## src/design/cache_pkg.sv

```systemverilog
package cache_pkg;

    ////////////////////
    // cache geometry
    ////////////////////

    // 16 byte lines, 32 sets and 2 ways give 1 KB of data storage
    localparam int OFFSET_BITS    = 4;
    localparam int SET_BITS       = 5;
    localparam int NUM_SETS       = 2 ** SET_BITS;
    localparam int WORDS_PER_LINE = (2 ** OFFSET_BITS) / 4;
    localparam int NUM_WAYS       = 2;
    localparam int TAG_BITS       = 32 - OFFSET_BITS - SET_BITS;

    ////////////////////
    // types
    ////////////////////

    typedef logic [31:0]           word_t;
    typedef logic [31:0]           addr_t;
    typedef logic [3:0]            mask_t;
    // address fields, tag in [31:9], set in [8:4] and word in [3:2]
    typedef logic [TAG_BITS-1:0]   tag_t;
    typedef logic [SET_BITS-1:0]   set_t;
    typedef logic [1:0]            word_idx_t;
    typedef logic                  way_t;

    // the controller either serves hits or is fetching one line
    typedef enum logic {
        LOOKUP,
        FILL
    } fill_state_t;

    // replace the bytes of old_word selected by mask with those of new_word
    function automatic word_t byte_merge(input word_t old_word, input word_t new_word,
                                         input mask_t mask);
        word_t result;
        result = old_word;
        for (int b = 0; b < 4; b++) begin
            if (mask[b]) begin
                result[8*b +: 8] = new_word[8*b +: 8];
            end
        end
        return result;
    endfunction

endpackage

```

## src/design/cache_ctrl.sv

```systemverilog
`timescale 1ns/1ps

module cache_ctrl
    import cache_pkg::*;
(
    input  logic      i_clk,
    input  logic      i_rst,
    // hart side
    input  addr_t     i_req_addr,
    input  logic      i_req_ren,
    input  logic      i_req_wen,
    input  mask_t     i_req_mask,
    input  word_t     i_req_wdata,
    output logic      o_busy,
    // memory side
    input  logic      i_mem_ready,
    input  logic      i_mem_valid,
    input  word_t     i_mem_rdata,
    output addr_t     o_mem_addr,
    output logic      o_mem_ren,
    output logic      o_mem_wen,
    output word_t     o_mem_wdata,
    // lookup results from the tag array, nmru and data array
    input  logic      i_hit,
    input  way_t      i_hit_way,
    input  way_t      i_victim,
    input  word_t     i_merged,
    output addr_t     o_lookup_addr,
    // data array write port
    output logic      o_wr_en,
    output way_t      o_wr_way,
    output set_t      o_wr_set,
    output word_idx_t o_wr_word,
    output word_t     o_wr_data,
    output mask_t     o_wr_mask,
    // tag install and replacement update
    output logic      o_install,
    output tag_t      o_install_tag,
    output logic      o_touch,
    output set_t      o_touch_set,
    output way_t      o_touch_way
);
    fill_state_t                  state;
    fill_state_t                  next_state;
    // captured miss address and the way chosen to receive the line
    addr_t                        miss_addr;
    way_t                         miss_way;
    // issued reads count up to four, the top bit marks all issued
    logic [$bits(word_idx_t):0]   issue_cnt;
    word_idx_t                    ret_cnt;
    logic                         capture;
    logic                         issue;
    logic                         fill_ret;
    set_t                         req_set;
    word_idx_t                    req_word;
    set_t                         miss_set;

    assign req_set  = i_req_addr[OFFSET_BITS +: SET_BITS];
    assign req_word = i_req_addr[OFFSET_BITS-1 -: $bits(word_idx_t)];
    assign miss_set = miss_addr[OFFSET_BITS +: SET_BITS];

    // the arrays see the hart address in lookup and the held miss address during a fill
    assign o_lookup_addr = (state == FILL) ? miss_addr : i_req_addr;
    assign o_install_tag = miss_addr[OFFSET_BITS + SET_BITS +: TAG_BITS];
    // only sampled by memory together with o_mem_wen on a store hit
    assign o_mem_wdata   = i_merged;
    // replacement is updated for the same way and set that gets written
    assign o_touch_set   = o_wr_set;
    assign o_touch_way   = o_wr_way;
    assign fill_ret      = (state == FILL) && i_mem_valid;

    ////////////////////
    // next state and outputs
    ////////////////////

    always_comb begin
        next_state = state;
        o_busy     = 1'b0;
        o_mem_addr = i_req_addr;
        o_mem_ren  = 1'b0;
        o_mem_wen  = 1'b0;
        o_wr_en    = 1'b0;
        o_wr_way   = i_hit_way;
        o_wr_set   = req_set;
        o_wr_word  = req_word;
        o_wr_data  = i_req_wdata;
        o_wr_mask  = i_req_mask;
        o_install  = 1'b0;
        o_touch    = 1'b0;
        capture    = 1'b0;
        issue      = 1'b0;
        case (state)
            LOOKUP: begin
                if ((i_req_ren || i_req_wen) && !i_hit) begin
                    // load or store miss, stall the hart and go fetch the line
                    o_busy     = 1'b1;
                    capture    = 1'b1;
                    next_state = FILL;
                end else if (i_req_ren) begin
                    // read hit, data is already on o_res_rdata
                    o_touch = i_hit;
                end else if (i_req_wen && i_mem_ready) begin
                    // store hit, write the merged word to the line and through to memory
                    o_mem_wen = 1'b1;
                    o_wr_en   = 1'b1;
                    o_touch   = 1'b1;
                end else if (i_req_wen) begin
                    // memory cannot take the write through yet so the hart retries
                    o_busy = 1'b1;
                end
            end
            FILL: begin
                o_busy     = 1'b1;
                // line base plus the next word to issue, byte offset is always zero
                o_mem_addr = {miss_addr[$bits(addr_t)-1:OFFSET_BITS],
                              issue_cnt[$bits(word_idx_t)-1:0], 2'b00};
                o_wr_way   = miss_way;
                o_wr_set   = miss_set;
                o_wr_word  = ret_cnt;
                o_wr_data  = i_mem_rdata;
                o_wr_mask  = '1;
                if (!issue_cnt[$bits(word_idx_t)] && i_mem_ready) begin
                    o_mem_ren = 1'b1;
                    issue     = 1'b1;
                end
                // returns arrive in order so ret_cnt is the word slot
                if (i_mem_valid) begin
                    o_wr_en = 1'b1;
                    if (ret_cnt == word_idx_t'(WORDS_PER_LINE - 1)) begin
                        o_install  = 1'b1;
                        o_touch    = 1'b1;
                        next_state = LOOKUP;
                    end
                end
            end
            default: begin
                next_state = LOOKUP;
            end
        endcase
    end

    ////////////////////
    // state and counters
    ////////////////////

    always_ff @(posedge i_clk) begin
        if (i_rst) begin
            state     <= LOOKUP;
            issue_cnt <= '0;
            ret_cnt   <= '0;
        end else begin
            state <= next_state;
            if (capture) begin
                issue_cnt <= '0;
                ret_cnt   <= '0;
            end else begin
                if (issue) begin
                    issue_cnt <= issue_cnt + 1'b1;
                end
                if (fill_ret) begin
                    ret_cnt <= ret_cnt + 1'b1;
                end
            end
        end
    end

    // held for the whole fill, the victim comes from the set of the missing address
    always_ff @(posedge i_clk) begin
        if (capture) begin
            miss_addr <= i_req_addr;
            miss_way  <= i_victim;
        end
    end

endmodule

```

## config.mk

```make
export PLATFORM = sky130hd
export DESIGN_NAME = cache_ctrl
export DESIGN_NICKNAME = d
export VERILOG_FILES = /design/src/design/cache_pkg.sv /design/src/design/cache_ctrl.sv
export SDC_FILE = /design/constraint.sdc
export NUM_CORES = 1
export LEC_CHECK = 0
export CORE_AREA = 2 2 124 126
export DETAILED_ROUTE_END_ITERATION = 12
export DIE_AREA = 0 0 126 128
export DONT_BUFFER_PORTS = 1
export GPL_TIMING_DRIVEN = 0
export SLEW_MARGIN = 0
export SYNTH_ARGS = -nofsm -noshare
export SYNTH_HDL_FRONTEND = slang
export SYNTH_SLANG_ARGS = --single-unit
```

## constraint.sdc

```tcl
create_clock -name i_clk -period 10.2 [get_ports i_clk]
set_clock_uncertainty 0.2 [all_clocks]
set_input_delay 1.02 -clock i_clk [delete_from_list [all_inputs] [get_ports i_clk]]
set_output_delay 1.02 -clock i_clk [all_outputs]
set_load 0.05 [all_outputs]
```

==> results.md, run 1 <==
* Status: finished, final reports clean
* DP Wirelength at 8410 µm
* Sequential area share after synthesis at 0.373
* Clk slew on worst S/H paths at 0.06 ns
* Largest net degree at the start of global routing at 14
* Fin. Hold Viols at 0
* Clock group share of total power at 0.233
* Maximum vdd drop at 0.0488 mV
* Sw frac at 0.466
* FF+latch count, synth at 39
* Core Box Area at 14900 µm²
* Io pins at 316
* Final setup violation count at 0
* Die Ht at 128 µm
* Initial core utilization at 0.200
* Initial antenna violation count at 4
* Setup WS pre-CTS at 6.71 ns
* Sequential power share at 0.291
* First-pass GRT wire length at 12200 µm
* Most common cell after layout, fill and taps aside: buf_4
* Clock latency on the worst-skew pair at 0.28 ns
* Hold Path Class: register to register
* Synth Area in Compound Gates at 0.0303
* Cell count after synthesis at 258
* Post-route ant nets at 0
* Ys Warns at 0
* FMAX at 287 MHz
* Rows at 45
* Die width at 126 µm
* Synthesized area per cell at 11.5 µm²
* Post-CTS Setup Inserts at 0
* GR Overflow Total at 0
* H-tree Lvls at 2
* Largest family of logic cells by synthesized area: buffers and inverters
* Critical path launch point type: input port
* Worst-Margin Slew at 1.45 ns
* Post-Synth Adder-Cell Area at 0.00841
* RSZ-0062 raised after global routing: no
* Final hold slack at 0.289 ns
* Fin. max-slew vios at 0
* Max FO, Critical Path at 2
* Relative slew slack at 0.0240
* GPL Wtd Cong at 0.917
* Setup TNS at 0 ns
* Final Non-Filler Cells at 459
* Final wirelength at 9500 µm
* DRT Pass-1 Iters at 4
* CP max-delay cell: nor2b_1
* Area growth, synth to finish at 14.2%
* Period utilization at 0.342
* Total power at 0.000641 W
* CP cell instances: nor2b_1 > a21o_1
* # hold bufs at CTS at 0
* Simple-gate share of the synthesized area at 0.0572
* Post-cts sizing count at 0
* Syn_nets at 401
* Combinational share of power at 0.475
* Clock root buffer: clkbuf_16
* WS Path Type: input port to output pin
* Psw at 0.000299 W
* Cell-internal power at 0.000342 W
* Iteration-0 DRC Markers at 46
* Via count at 1827
* Share of cells above drive strength 1 at 0.673
* Avg WL per Cell at 20.7 µm
* Power Density at 189 nW/µm²
* GRT Total Usage at 0.108
* XOR/XNOR Fraction of Synth Area at 0.00588
* Library cells used by synthesis at 30
* Final Worst Setup Slack at 6.72 ns
* Most frequent cells in the layout: 94 x buf_4, 41 x mux2_2, 33 x edfxtp_1
* CP bufs+invs at 0
* Crit-path leading delay family: simple AND/OR/NAND/NOR gates
* Leak pwr at 1.44 nW
* Max Cap Viol at 0
* Die area at 16100 µm²
* TritonCTS clock tree: done
* Placed insts at 449
* PortBufs at 0
* Nets at 411
* Clock tree buffer depth at 2
* Post-synthesis mux area share at 0.259
* DRC Markers at 0
* Worst EP required at 8.98 ns
* Vias per cell at 3.98
* Final Critical Period at 3.48 ns
* Vias in the first global route at 1753
* Critical path data arrival time at 2.26 ns
* Mapped Area at 2980 µm²
* Crit. End Element: output pin
* Clock Sinks at 39
* Crit-path max cell delay at 0.79 ns
* CTS Buf Count at 5
[final timing paths]
check,from,end,slack [ns],cells past startpoint
setup / recovery,i_req_addr[0],o_lookup_addr[0],6.72,2
hold / removal,ret_cnt[1]$_SDFFE_PP0P_,ret_cnt[1]$_SDFFE_PP0P_,0.29,2
setup reg to reg,state$_SDFF_PP0_,miss_addr[13]$_DFFE_PP_,8.21,6
hold reg to reg,ret_cnt[1]$_SDFFE_PP0P_,ret_cnt[1]$_SDFFE_PP0P_,0.29,2
[sequential cells by signal, summed over array words and instances, names as in the netlist]
name,cells
ret_cnt,2
issue_cnt,3
miss_addr,32
state,1
miss_way,1
[kinds of logic after synthesis]
family | after synthesis
buf+inv | 107
xor+xnor | 2
compound gates | 11
flops | 39
fa+ha+maj | 2
mux | 62
simple gates | 35
[cells in the mapped netlist, drive strengths merged]
cell type,n,area [µm²]
a21oi,2,10.0
ha,2,25.0
o21ai,1,5.00
nand3,2,10.0
clkbuf,1,3.75
nand2,15,56.3
nor2b,2,12.5
nand2b,3,26.3
o31ai,2,28.8
edfxtp,33,991
buf,103,776
a21o,2,15.0
o21a,1,7.51
mux2,61,762
nand3b,1,7.51
o211a,1,10.0
dfxtp,6,120
or2,4,25.0
nor3,2,10.0
o21bai,1,7.51
inv,3,11.3
a31oi,1,6.26
xor2,2,17.5
mux2i,1,10.0
nor2,6,22.5
[power groups by stage]
stage	Sequential, W	Combinational (W)	Clock, W
after floorplan	0.000189	0.000285	0
after global placement	0.000191	0.000305	0
after detailed placement	0.000190	0.000307	0
after CTS	0.000187	0.000308	0.000159
after global routing	0.000188	0.000313	0.000164
final	0.000187	0.000305	0.000150
[cell type report]
type / count / area, µm²
fill: 1611 / 11500
sequential: 39 / 1110
multi-input combinational: 112 / 1080
buffer: 104 / 779
tap: 188 / 235
clock buffer: 7 / 133
timing repair buffer: 3 / 33.8
inverter: 3 / 11.3
clock inverter: 1 / 5.00
antenna: 2 / 5.00
[per-stage QoR]
| stage | cell area, µm² | utilization |
|---|---|---|
| finish | 3400 | 0.229 |
| global placement | 3210 | 0.216 |
| CTS | 3390 | 0.228 |
| global route | 3400 | 0.228 |
| floorplan | 2980 | - |
| detailed placement | 3260 | 0.219 |
[worst register-to-register path: cells and delay by family (launching register included)]
kind	cells	cell delay (ns)
buf+inv	5	0.90
simple gates	1	0.28
flops	1	0.31
[per-layer routing]
metal	wire, µm	global-route usage
met3	1100	0.0447
met1	3210	0.106
met2	5040	0.203
met4	148	0.0349
met5	0	0
(Power assumes the default switching activity.)
==> run 2: changes to the inputs <==
Settings changed: ABC_AREA from default to 1, CORE_AREA 2 2 124 126 to 2 2 123 125, DIE_AREA 0 0 126 128 to 0 0 125 127.
Clock period 10.2 ns to 3.3 ns, I/O delays scaled along.
==> results.md, run 2 <==
* Status: finished, final reports clean
* Avg WL per Cell at 15.9 µm
* Max FO, Critical Path at 10
* Nets at 594
* Clock Sinks at 39
* Max reg flops at 32
* Final Critical Period at 2.55 ns
* FMAX at 392 MHz
* Sequential power share at 0.261
* Clk slew on worst S/H paths at 0.06 ns
* DRT Pass-1 Iters at 4
* FF+latch count, synth at 39
* Number of fillers in the final layout at 1560
* CP max-delay cell: nand2_1
* Critical path data arrival time at 2.02 ns
* Hold wc startpoint: i_rst
* Final wirelength at 10100 µm
* Relative slew slack at 0.261
* Via count at 2610
* R2R Setup Slk at 1.53 ns
* Maximum vdd drop at 0.236 mV
* Hold path depth at 3
* R2R Path End: miss_addr[12]$_DFFE_PP_
* Cell count after synthesis at 410
* Hold Crit Endpoint: state$_SDFF_PP0_
* GR Overflow Total at 0
* Worst-Margin Slew at 1.12 ns
* R2R Path Start: state$_SDFF_PP0_
* Synthesized area per cell at 7.18 µm²
* Period utilization at 0.773
* Initial antenna violation count at 0
* Die width at 125 µm
* DP Wirelength at 7810 µm
* Most common cell after layout, fill and taps aside: nand2_1
* Max Cap Viol at 0
* Setup TNS at 0 ns
* Psw at 0.00103 W
* Critical path launch point type: register
* Hold Path Class: input port to register
* Final setup violation count at 0
* TritonCTS clock tree: done
* Synth top area cells: edfxtp_1 34%, nand2_1 27%, buf_4 25%, dfxtp_1 4.1%, inv_1 2.0%
* Syn_nets at 553
* Post-route ant nets at 0
* DRC Markers at 0
* Post-layout util at 0.257
* Asr flop ratio synth at 0
* Crit-path max cell delay at 0.42 ns
* Crit. End Element: output pin
* Sw frac at 0.465
* Vias per cell at 4.10
* Final Worst Setup Slack at 0.750 ns
* Placed Area at 3180 µm²
* PortBufs at 0
* CTS Buf Count at 5
* Power Density at 597 nW/µm²
* Post-CTS Setup Inserts at 0
* Fin. max-slew vios at 0
* CP cell instances: inv_1 > buf_4 > buf_2 > nand2_1 > nand2_1 > buf_4
* H-tree Lvls at 2
* Largest registers: miss_addr: 32 flops, issue_cnt: 3 flops, ret_cnt: 2 flops
* Cell with the most instances after synthesis: nand2_1
* Clock tree buffer depth at 2
* Setup WS pre-CTS at 1.03 ns
* Initial core utilization at 0.204
* Vias in the first global route at 2375
* Iteration-0 DRC Markers at 104
* Clock group share of total power at 0.289
* Die area at 15900 µm²
* Rows at 44
* Yosys top cell area share at 0.336
* Ys Warns at 0
* Clock root buffer: clkbuf_16
* Combinational share of power at 0.450
* Post-cts sizing count at 0
* # hold bufs at CTS at 33
* Worst Reg-to-Reg Cells at 3
* Post-synth EDFFs at 33
* Area growth, synth to finish at 25.7%
* Core Box Area at 14400 µm²
* Top reg by flops: miss_addr
* Most frequent cells in the layout: 212 x nand2_1, 98 x buf_4, 33 x dlygate4sd3_1, 33 x edfxtp_1, 15 x inv_1
* Die Ht at 127 µm
* WS Path Type: register to output pin
* RSZ-0062 raised after global routing: no
* Leak pwr at 1.85 nW
* Fin. Hold Viols at 0
* Largest net degree at the start of global routing at 34
* Clock latency on the worst-skew pair at 0.29 ns
* Final Instance Area at 3700 µm²
* Share of cells above drive strength 1 at 0.272
* GPL Wtd Cong at 0.926
* Top FF cell, synth: edfxtp_1
* ANT cells at 0
* Cell-internal power at 0.00118 W
* Mapped Area at 2950 µm²
* Commonest cells in the netlist: 212 x nand2_1, 97 x buf_4, 33 x edfxtp_1
* Area leader, netlist: edfxtp_1
* First-pass GRT wire length at 13900 µm
* Sequential area share after synthesis at 0.377
* Worst EP required at 2.77 ns
* Io pins at 316
* GRT Total Usage at 0.116
* Library cells used by synthesis at 19
-- run 2: area by class of cell --
class,instances,area [µm²],area share
plain buffers,110,797,0.215
clock buffers,6,129,0.0348
clock inverters,2,60.1,0.0162
inverters,16,60.1,0.0162
multi-input cells,245,977,0.264
flip-flops and latches,39,1110,0.300
well taps,184,230,0.0622
repair buffers,34,338,0.0912
-- run 2: metrics by stage --
stage	total power, W	hold WS, ns	std cells
final	0.00221	0.0226	636
after global routing	0.00229	0.0348	636
after CTS	0.00224	0.0175	636
after detailed placement	0.00155	0.229	595
after global placement	0.00155	0.229	594
after floorplan	0.00147	0.229	410
-- run 2: per-layer routing --
layer  routed length [µm]  GRT usage
met3                 1090     0.0494
met5                    0          0
met1                 4030      0.141
met4                   76     0.0235
met2                 4920      0.195
-- run 2: power groups by stage --
stage	sequential (W)	clock, W	combinational (W)
final	0.000577	0.000638	0.000996
after global routing	0.000580	0.000683	0.00103
after CTS	0.000577	0.000664	0.00100
after detailed placement	0.000588	0	0.000967
after global placement	0.000587	0	0.000964
after floorplan	0.000584	0	0.000891
-- run 2: worst max path at each step --
stage | from | end | slack [ns] | cells after the start
5_1_grt | state$_SDFF_PP0_ | o_touch_set[2] | 0.60 | 5
6_report | state$_SDFF_PP0_ | o_mem_addr[26] | 0.75 | 6
3_5_place_dp | state$_SDFF_PP0_ | o_mem_addr[26] | 1.03 | 6
4_1_cts | state$_SDFF_PP0_ | o_mem_addr[26] | 0.71 | 6
2_1_floorplan | state$_SDFF_PP0_ | o_wr_en | 1.08 | 4
3_3_place_gp | state$_SDFF_PP0_ | o_wr_en | 0.79 | 4
-- run 2: worst max-delay path: cells and delay by family, from the launching register on --
kind	cells	cell delay [ns]
simple gates	2	0.51
buf+inv	4	0.91
flops	1	0.31
-- run 2: logic make-up (layout without fill, tap and decap cells) --
| group | count (synthesis) | count (layout) | share of synthesized area |
|---|---|---|---|
| buffers and inverters | 126 | 168 | 0.291 |
| DFF | 39 | 39 | 0.377 |
| adders and majority gates | 2 | 2 | 0.00849 |
| AOI/OAI and AO/OA | 8 | 8 | 0.0140 |
| and+or+nand+nor | 234 | 234 | 0.306 |
| xor gates and xnor gates | 1 | 1 | 0.00297 |
