===== config.mk =====
export PLATFORM = sky130hd
export DESIGN_NAME = cache_nmru
export DESIGN_NICKNAME = d
export VERILOG_FILES = /design/src/design/cache_pkg.sv /design/src/design/cache_nmru.sv
export SDC_FILE = /design/constraint.sdc
export NUM_CORES = 1
export LEC_CHECK = 0
export BUFFER_PORTS_ARGS = -buffer_cell sky130_fd_sc_hd__clkbuf_2
export CAP_MARGIN = 10
export CORE_MARGIN = 1.5
export CORE_UTILIZATION = 52
export CTS_CLUSTER_SIZE = 30
export DETAILED_ROUTE_END_ITERATION = 8
export PLACE_DENSITY = 0.75
export SLEW_MARGIN = 20
export SYNTH_ARGS = -nofsm -noshare
export SYNTH_HDL_FRONTEND = slang
export SYNTH_SLANG_ARGS = --single-unit

===== constraint.sdc =====
create_clock -name i_clk -period 1 [get_ports i_clk]
set_input_delay 0.05 -clock i_clk [delete_from_list [all_inputs] [get_ports i_clk]]
set_output_delay 0.05 -clock i_clk [all_outputs]
set_load 0.02 [all_outputs]

===== src/design/cache_pkg.sv =====
package cache_pkg;

    ////////////////////
    // cache geometry
    ////////////////////

    // 16 byte lines, 32 sets and 2 ways give 1 KB of data storage
    localparam int OFFSET_BITS    = 4;
    localparam int SET_BITS       = 5;
    localparam int NUM_SETS       = 2 ** SET_BITS;
    localparam int WORDS_PER_LINE = (2 ** OFFSET_BITS) / 4;
    localparam int NUM_WAYS       = 2;
    localparam int TAG_BITS       = 32 - OFFSET_BITS - SET_BITS;

    ////////////////////
    // types
    ////////////////////

    typedef logic [31:0]           word_t;
    typedef logic [31:0]           addr_t;
    typedef logic [3:0]            mask_t;
    // address fields, tag in [31:9], set in [8:4] and word in [3:2]
    typedef logic [TAG_BITS-1:0]   tag_t;
    typedef logic [SET_BITS-1:0]   set_t;
    typedef logic [1:0]            word_idx_t;
    typedef logic                  way_t;

    // the controller either serves hits or is fetching one line
    typedef enum logic {
        LOOKUP,
        FILL
    } fill_state_t;

    // replace the bytes of old_word selected by mask with those of new_word
    function automatic word_t byte_merge(input word_t old_word, input word_t new_word,
                                         input mask_t mask);
        word_t result;
        result = old_word;
        for (int b = 0; b < 4; b++) begin
            if (mask[b]) begin
                result[8*b +: 8] = new_word[8*b +: 8];
            end
        end
        return result;
    endfunction

endpackage


===== src/design/cache_nmru.sv =====
`timescale 1ns/1ps

module cache_nmru
    import cache_pkg::*;
(
    input  logic i_clk,
    input  logic i_rst,
    // set being looked up and the way that would be replaced in it
    input  set_t i_set,
    output way_t o_victim,
    // completed hit or completed fill
    input  logic i_touch,
    input  set_t i_touch_set,
    input  way_t i_touch_way
);
    // one bit per set naming the way that was not used most recently
    logic [NUM_SETS-1:0] victim_bits;

    assign o_victim = victim_bits[i_set];

    // after reset every set replaces way 0 first
    always_ff @(posedge i_clk) begin
        if (i_rst) begin
            victim_bits <= '0;
        end else if (i_touch) begin
            // point at the other way of the pair
            victim_bits[i_touch_set] <= ~i_touch_way;
        end
    end

endmodule


==> impl_metrics.tcl, run 1 <==
set metrics [dict create \
    outcome "finished, violations left" \
    failed_checks "setup timing" \
    syn2layout_area_growth_pct 21.5 \
    initial_antenna_violation_count 0 \
    power.density_cell_area_nw_per_um2 1440 \
    clock.fmax_ghz 0.612 \
    ctsLongestPathBuffers 2 \
    worstHoldEndpoint "victim_bits[23]" \
    synth_simple_gate_area_share 0.267 \
    synth_cells 189 \
    largest_family_of_logic_cells_by_synthesized_area "simple AND/OR/NAND/NOR gates" \
    critPathArrivalTime_ps 1580 \
    post_cts_buffers 0 \
    ys.warnings.count 0 \
    core_area_sq_um 2810 \
    firstDrtPassIters 6 \
    design.final.nets 232 \
    detail_route.wl_per_cell_um 14.5 \
    ff2ff_setup_slack_ps 270 \
    diodes 0 \
    dp_hpwl_um 2630 \
    post_synthesis_compound_gate_area_fraction 0.193 \
    timing.hold.worst_path_depth 3 \
    floorplan.die_area_sq_um 3350 \
    synthMuxAreaShare 0.102 \
    synthesis.nets 203 \
    largest_register_ff_count 32 \
    die_h_um 57.9 \
    io_pins 15 \
    netlist_area_sq_um 1570 \
    num-fill-cells 236 \
    timing.critical_path.slowest_stage_cell "sky130_fd_sc_hd__dfxtp_2" \
    criticalPathCategory "register to output pin" \
    critPathCaptureType "output pin" \
    globalplace.congestion 0.920 \
    ys_async_sr_fraction 0 \
    number_of_vias_per_cell_after_detailed_routing 5.92 \
    synth.ff_latch_count 32 \
    tritoncts "yes" \
    fin_ws_ps -634 \
    critPathMaxStageDelay_ps 340 \
    effective_utilization_at_floorplan 0.559 \
    slew-limit-headroom 0.794 \
    maxCapViolations 0 \
    ys_dominant_reg_cell "sky130_fd_sc_hd__dfxtp_1" \
    timing.critical_path.from_type "register" \
    timing.critical_path.cells "mux2i_1 > a22oi_1 > nand3_1 > nand2_1 > a311o_1 > clkbuf_8" \
    die_w_um 57.9 \
    ant_nets 0 \
    detailedRoute.firstIterationViolations 62 \
    layoutNonFillerInstCount 250 \
    hold_path.startpoint "i_rst" \
    final.min_clock_period_ps 1630 \
    synth_edf_count 0 \
    post_synth_xor_area_fraction 0 \
    grt_pass1_wl_um 6230 \
    htreeDepth 2 \
    worst_ep_required_time_ps 950 \
    cts_num_sinks 32 \
    grt.total_usage 0.244 \
    yosys.cell_types.count 21 \
    share_of_final_layout_standard_cells_stronger_than_drive_strength_1 0.228 \
    clkSlewWorstSetupHoldPaths_ps 100 \
    r2r.worst_path.cells 2 \
    seq_area_frac_synth 0.409 \
    grt-ovfl-total 0 \
    placed_cells_incl_taps 242 \
    placedInstanceArea_sq_um 1800 \
    power.leakage_nw 0.684 \
    port_bufs 14 \
    worst_hold_path_type "input port to register" \
    final_min_period_over_clock_period 1.63 \
    setup-violations-final 1 \
    grt_start_max_net_pins 33 \
    max_flop_register "victim_bits" \
    finish.instance_area_sq_um 1910 \
    reg.largest.list "victim_bits: 32 flops" \
    postRouteWirelength_um 3640 \
    grt_pass1_vias 1516 \
    drc_errors 0 \
    hold_viol_final 0 \
    power.ir.vdd_worst_v 0.000938 \
    postSynthAreaPerCell_sq_um 8.29 \
    clkLatencyLatePin_ps 330 \
    worst_r2r_endpoint "victim_bits[3]" \
    timing.rr.start "victim_bits[3]" \
    crit_fanout 2 \
    timing_worst_slew_pin_value_ps 308 \
    cts_hold_repair.buffers 0 \
    number_of_standard_cell_rows_in_the_floorplan 19 \
    worst_clock_skew_ps 0 \
    rsz_0062_raised_after_global_routing "yes" \
    vias 1480 \
    yosys.area_share.adder 0 \
    slew_violations 0 \
    cts_made_buffers 5 \
    root_driver "sky130_fd_sc_hd__clkbuf_4" \
]
-- report_power, final --
| part | internal (W) | switching [W] |
|---|---|---|
| Sequential | 0.00129 | 0.00000924 |
| Clock | 0.000664 | 0.000448 |
| Combinational | 0.000151 | 0.000183 |
| Total | 0.00211 | 0.000640 |
-- cell usage after synthesis, types with 2 or more instances --
master | count | area, sq um
sky130_fd_sc_hd__clkbuf_1 | 6 | 22.5
sky130_fd_sc_hd__nor2b_1 | 2 | 12.5
sky130_fd_sc_hd__a21oi_1 | 3 | 15.0
sky130_fd_sc_hd__a211oi_1 | 33 | 248
sky130_fd_sc_hd__nor2_2 | 8 | 50.1
sky130_fd_sc_hd__nand3b_1 | 5 | 37.5
sky130_fd_sc_hd__a22oi_1 | 4 | 30.0
sky130_fd_sc_hd__nand3_1 | 4 | 20.0
sky130_fd_sc_hd__or3b_1 | 3 | 26.3
sky130_fd_sc_hd__nor2_1 | 58 | 218
sky130_fd_sc_hd__dfxtp_1 | 32 | 641
sky130_fd_sc_hd__nand2_1 | 7 | 26.3
sky130_fd_sc_hd__mux2i_1 | 16 | 160
-- timing repair --
item	in CTS	in global routing
resized for setup	4	1
pin swaps	2	2
endpoints found under the setup margin	1	1
-- cell type report --
class | instances | area [sq um] | share of cell area
well taps | 31 | 38.8 | 0.0204
clock inverters | 1 | 30.0 | 0.0158
multi-input cells | 148 | 885 | 0.464
flip-flops and latches | 32 | 643 | 0.337
clock buffers | 7 | 65.1 | 0.0341
repair buffers | 31 | 244 | 0.128
-- worst max-delay path, delay by kind of cell, from the launching register on --
family | cells | cell delay, ps
flops | 1 | 340
buf+inv | 1 | 160
simple gates | 2 | 130
mux | 1 | 190
compound gates | 2 | 430
-- per-stage QoR --
step	TNS, ps	utilization	total power (W)	hold WS (ps)	setup slack, ps
after global routing	-719	0.679	0.00286	84.4	-719
after CTS	-608	0.678	0.00275	92.0	-608
after floorplan	-99.6	-	0.00151	123	-99.6
after detailed placement	-3170	0.640	0.00165	456	-321
final	-634	0.679	0.00275	90.4	-634
after global placement	-2090	0.640	0.00164	445	-300
-- cells by family (layout without fill, tap and decap cells) --
| logic type | Yosys count | count (layout) |
|---|---|---|
| compound gates | 41 | 41 |
| mux | 16 | 16 |
| simple gates | 91 | 91 |
| flops | 32 | 32 |
| buf+inv | 9 | 39 |
-- worst max-delay path by stage --
| stage | from | to | slack, ps | depth (start not counted) |
|---|---|---|---|---|
| global placement | i_set[1] | o_victim | -300 | 8 |
| floorplan | i_set[1] | o_victim | -100 | 7 |
| global route | victim_bits[15] | o_victim | -720 | 6 |
| CTS | victim_bits[23] | o_victim | -610 | 6 |
| finish | victim_bits[15] | o_victim | -630 | 6 |
| detailed placement | i_set[1] | o_victim | -320 | 8 |
-- metal layers --
| metal | share of wire | vias to the layer above | global-route usage |
|---|---|---|---|
| met1 | 0.44 | 671 | 0.299 |
| met3 | 0.062 | 17 | 0.0603 |
| met4 | 0.039 | 0 | 0.166 |
| met5 | 0 | - | 0 |
| li1 | - | 738 | - |
| met2 | 0.45 | 54 | 0.377 |
-- placed cells by master (no fill, tap or decap), types with 2 or more instances in the layout --
| master | instances |
|---|---|
| sky130_fd_sc_hd__clkbuf_8 | 3 |
| sky130_fd_sc_hd__dfxtp_2 | 2 |
| sky130_fd_sc_hd__nor2_2 | 8 |
| sky130_fd_sc_hd__nand2_1 | 7 |
| sky130_fd_sc_hd__or3b_1 | 3 |
| sky130_fd_sc_hd__nor2_1 | 58 |
| sky130_fd_sc_hd__nand3_1 | 4 |
| sky130_fd_sc_hd__buf_12 | 3 |
| sky130_fd_sc_hd__nor2b_1 | 2 |
| sky130_fd_sc_hd__dfxtp_1 | 30 |
| sky130_fd_sc_hd__clkbuf_4 | 5 |
| sky130_fd_sc_hd__nand3b_1 | 5 |
| sky130_fd_sc_hd__clkbuf_2 | 13 |
| sky130_fd_sc_hd__buf_4 | 14 |
| sky130_fd_sc_hd__mux2i_1 | 16 |
| sky130_fd_sc_hd__a22oi_1 | 4 |
| sky130_fd_sc_hd__a211oi_1 | 33 |
| sky130_fd_sc_hd__a21oi_1 | 2 |
(Power assumes the default switching activity.)
==> run 2, diff against run 1 <==
--- a/config.mk
+++ b/config.mk
@@ -7,11 +7,14 @@
 export LEC_CHECK = 0
 export BUFFER_PORTS_ARGS = -buffer_cell sky130_fd_sc_hd__clkbuf_2
 export CAP_MARGIN = 10
+export CORE_ASPECT_RATIO = 0.9
 export CORE_MARGIN = 1.5
 export CORE_UTILIZATION = 52
+export CTS_CLUSTER_DIAMETER = 100
 export CTS_CLUSTER_SIZE = 30
 export DETAILED_ROUTE_END_ITERATION = 8
 export PLACE_DENSITY = 0.75
+export SKIP_CTS_REPAIR_TIMING = 1
 export SLEW_MARGIN = 20
 export SYNTH_ARGS = -nofsm -noshare
 export SYNTH_HDL_FRONTEND = slang
==> impl_metrics.tcl, run 2 (synthesis gave the netlist of run 1 again) <==
set metrics [dict create \
    ant_nets 0 \
    clkSlewWorstSetupHoldPaths_ps 90 \
    critPathCaptureType "output pin" \
    outcome "finished, violations left" \
    share_of_final_layout_standard_cells_stronger_than_drive_strength_1 0.233 \
    setup-violations-final 1 \
    grt_pass1_wl_um 6230 \
    globalplace.congestion 0.893 \
    tritoncts "yes" \
    final.min_clock_period_ps 1610 \
    slew-limit-headroom 0.565 \
    power.density_cell_area_nw_per_um2 1270 \
    clock.fmax_ghz 0.621 \
    die_h_um 55.1 \
    grt_start_max_net_pins 33 \
    drc_errors 0 \
    layout.cells.most_common_list "58 x sky130_fd_sc_hd__nor2_1, 33 x sky130_fd_sc_hd__a211oi_1, 29 x sky130_fd_sc_hd__dfxtp_1" \
    timing.critical_path.from_type "register" \
    grt.total_usage 0.256 \
    reg.largest.list "victim_bits: 32 flops" \
    clkLatencyLatePin_ps 330 \
    worst_ep_required_time_ps 950 \
    number_of_vias_per_cell_after_detailed_routing 5.54 \
    ctsLongestPathBuffers 2 \
    die_w_um 60.9 \
    worst_hold_path_type "input port to register" \
    hold-worst-slack_ps 137 \
    largest_register_ff_count 32 \
    power.leakage_nw 0.679 \
    postRouteWirelength_um 3750 \
    rsz_0062_raised_after_global_routing "yes" \
    power.ir.vdd_worst_v 0.000869 \
    detail_route.wl_per_cell_um 14.3 \
    critPathArrivalTime_ps 1560 \
    fin_ws_ps -609 \
    effective_utilization_at_floorplan 0.557 \
    htreeDepth 2 \
    detailedRoute.firstIterationViolations 54 \
    failed_checks "setup timing" \
    ff2ff_setup_slack_ps 270 \
    grt-ovfl-total 0 \
    io_pins 15 \
    cts_num_sinks 32 \
    dp_hpwl_um 2760 \
    diodes 0 \
    initial_antenna_violation_count 0 \
    floorplan.die_area_sq_um 3350 \
    layoutNonFillerInstCount 263 \
    number_of_standard_cell_rows_in_the_floorplan 18 \
    syn2layout_area_growth_pct 20.8 \
    hold_viol_final 0 \
    root_driver "sky130_fd_sc_hd__clkbuf_4" \
    crit_fanout 2 \
    slew_violations 0 \
    max_flop_register "victim_bits" \
    grt_pass1_vias 1346 \
    cts_made_buffers 5 \
    port_bufs 14 \
    maxCapViolations 0 \
    worst_clock_skew_ps 0 \
    placed_cells_incl_taps 255 \
    timing_worst_slew_pin_value_ps 653 \
    core_area_sq_um 2820 \
    vias 1458 \
    design.final.nets 236 \
    layout_commonest_cell "sky130_fd_sc_hd__nor2_1" \
    firstDrtPassIters 4 \
    final_min_period_over_clock_period 1.61 \
    criticalPathCategory "register to output pin" \
]
run 2: worst max-delay path, stage by stage, from the launching register on:
cell and delay [ps]:
sky130_fd_sc_hd__dfxtp_2 330, sky130_fd_sc_hd__mux2i_1 140, sky130_fd_sc_hd__a22oi_1 110, sky130_fd_sc_hd__nand4b_1 100, sky130_fd_sc_hd__a21oi_1 50, sky130_fd_sc_hd__a311o_1 360
sky130_fd_sc_hd__buf_6 150
run 2: routing by layer:
layer  vias to the layer above  GRT usage  part of all wire
li1                        750          -                 -
met1                       666      0.346              0.47
met2                        36      0.403              0.46
met3                         6     0.0581             0.055
met4                         0     0.0906            0.0096
met5                         -          0                 0
run 2: worst paths after layout:
kind                                 startpoint               to  depth (start not counted)
worst max-delay path            victim_bits[19]         o_victim                          6
worst min-delay path                i_touch_way  victim_bits[15]                          3
worst max register to register  victim_bits[20]  victim_bits[20]                          2
worst min register to register   victim_bits[4]   victim_bits[4]                          2
run 2: final cells by class:
cell class | instances | area, sq um
fill | 227 | 922
timing repair buffer | 35 | 259
sequential | 32 | 644
tap | 40 | 50.0
clock buffer | 8 | 58.8
multi-input combinational | 148 | 881
run 2: metrics by stage:
stage / setup TNS, ps / power, W / area [sq um] / util / setup WS (ps)
5_1_grt: -685 / 0.00251 / 1890 / 0.672 / -685
4_1_cts: -634 / 0.00240 / 1880 / 0.669 / -634
2_1_floorplan: -99.6 / 0.00151 / 1590 / - / -99.6
3_3_place_gp: -2570 / 0.00165 / 1820 / 0.648 / -294
3_5_place_dp: -3840 / 0.00166 / 1820 / 0.648 / -352
6_report: -609 / 0.00241 / 1890 / 0.672 / -609
run 2: power breakdown:
group	switching, W	total, W	internal, W
Clock	0.000420	0.000767	0.000347
Sequential	0.00000961	0.00130	0.00129
Combinational	0.000187	0.000339	0.000153
==> run 3, diff against run 2 <==
==> constraint.sdc (replaced) <==
create_clock -name i_clk -period 1.4 [get_ports i_clk]
set_input_delay 0.07 -clock i_clk [delete_from_list [all_inputs] [get_ports i_clk]]
set_output_delay 0.07 -clock i_clk [all_outputs]
set_load 0.02 [all_outputs]
==> impl_metrics.tcl, run 3 (synthesis gave the netlist of run 1 again) <==
set metrics [dict create \
    fin_setup_tns_ps -185 \
    critPathArrivalTime_ps 1520 \
    die_h_um 55.1 \
    number_of_standard_cell_rows_in_the_floorplan 18 \
    largest_register_ff_count 32 \
    grt-ovfl-total 0 \
    detail_route.wl_per_cell_um 14.7 \
    num-fill-cells 252 \
    worst_hold_path_type "input port to register" \
    share_of_final_layout_standard_cells_stronger_than_drive_strength_1 0.153 \
    setup-violations-final 1 \
    met1_length_um 1640 \
    hold_viol_final 0 \
    grt_start_max_net_pins 33 \
    outcome "finished, violations left" \
    tritoncts "yes" \
    layout_commonest_cell "sky130_fd_sc_hd__nor2_1" \
    detailedRoute.firstIterationViolations 71 \
    criticalPathCategory "register to output pin" \
    io_pins 15 \
    root_driver "sky130_fd_sc_hd__clkbuf_4" \
    timing.critical_path.slowest_stage_cell "sky130_fd_sc_hd__a311o_1" \
    path_buf_inv 1 \
    critPathCaptureType "output pin" \
    ff2ff_setup_slack_ps 640 \
    reg.largest.list "victim_bits: 32 flops" \
    critPathMaxStageDelay_ps 340 \
    slew_violations 0 \
    core_area_sq_um 2820 \
    slew-limit-headroom 0.569 \
    power.density_cell_area_nw_per_um2 967 \
    regArea_sq_um 643 \
    dp_hpwl_um 2480 \
    clkLatencyLatePin_ps 330 \
    ctsLongestPathBuffers 2 \
    globalplace.congestion 0.851 \
    dp_worst_setup_slack_ps 31.1 \
    power.leakage_nw 0.579 \
    drc_errors 0 \
    critical_path_origin "victim_bits[17]" \
    failed_checks "setup timing" \
    syn2layout_area_growth_pct 10.3 \
    route.met2.wl_um 1700 \
    timing.rr.start "victim_bits[28]" \
    maxCapViolations 0 \
    crit_fanout 2 \
    hold-worst-slack_ps 297 \
    initial_antenna_violation_count 0 \
    multi_input_area_sq_um 881 \
    clock.fmax_ghz 0.631 \
    design.final.nets 216 \
    worst_ep_required_time_ps 1330 \
    firstDrtPassIters 4 \
    worst_r2r_endpoint "victim_bits[28]" \
    cpLargestDelayFamily "compound AO/OA/AOI/OAI gates" \
    worst_clock_skew_ps 0 \
    port_bufs 14 \
    met3_wirelength_um 214 \
    number_of_vias_per_cell_after_detailed_routing 5.80 \
    cts_num_sinks 32 \
    effective_utilization_at_floorplan 0.557 \
    max_flop_register "victim_bits" \
    fin_ws_ps -185 \
    final_min_period_over_clock_period 1.13 \
    vias 1410 \
    placedInstanceArea_sq_um 1660 \
    power_w 0.00167 \
    grt_pass1_vias 1297 \
    timing.critical_path.cells "mux2i_1 > a22oi_1 > nand4b_1 > a21oi_1 > a311o_1 > buf_6" \
    rsz_0062_raised_after_global_routing "yes" \
    grt.total_usage 0.252 \
    clkSlewWorstSetupHoldPaths_ps 90 \
    postRouteWirelength_um 3570 \
    critical_path.endpoint "o_victim" \
    ant_nets 0 \
    floorplan.die_area_sq_um 3350 \
    layout.cells.most_common_list "58 x sky130_fd_sc_hd__nor2_1, 33 x sky130_fd_sc_hd__a211oi_1, 30 x sky130_fd_sc_hd__dfxtp_1" \
    topRoutingLayerUsed "met4" \
    cp_num_cells 6 \
    timing_worst_slew_pin_value_ps 646 \
    power.ir.vdd_worst_v 0.000490 \
    timing.critical_path.from_type "register" \
    htreeDepth 2 \
    grt_pass1_wl_um 6050 \
    die_w_um 60.9 \
    diodes 0 \
    cts_made_buffers 5 \
    r2r.worst_path.cells 2 \
    final.min_clock_period_ps 1590 \
    finish.instance_area_sq_um 1730 \
]
-- run 3: metrics by stage --
stage | cells | utilization
finish | 243 | 0.614
global route | 243 | 0.614
CTS | 243 | 0.611
detailed placement | 235 | 0.590
global placement | 235 | 0.590
floorplan | 189 | -
-- run 3: power by group --
group          leakage (nW)  switching (W)  total [W]  internal, W
clock network        0.0326       0.000302   0.000549     0.000248
logic                 0.287       0.000122   0.000194    0.0000722
registers             0.259     0.00000672   0.000928     0.000921
-- run 3: worst min-delay path by stage --
stage	depth (start not counted)	start	endpoint
floorplan	1	i_rst	victim_bits[19]
global placement	2	victim_bits[10]	victim_bits[10]
detailed placement	2	victim_bits[31]	victim_bits[31]
CTS	5	i_touch_set[4]	victim_bits[16]
global route	5	i_touch_set[2]	victim_bits[20]
finish	5	i_touch_set[4]	victim_bits[16]
-- run 3: tightest hold or removal path, delay by kind of cell --
family	cells	cell delay, ps
AO/OA/AOI/OAI	1	50
buffers and inverters	1	150
AND/OR/NAND/NOR	3	300
-- run 3: routing by layer --
layer,vias up,GRT usage
met5,-,0
met2,45,0.387
li1,712,-
met4,0,0.0761
met1,651,0.342
met3,2,0.0744
-- run 3: cell type report --
type / count / area share
well taps: 40 / 0.0289
multi-input cells: 148 / 0.509
clock buffers: 8 / 0.0340
flip-flops and latches: 32 / 0.372
repair buffers: 15 / 0.0557
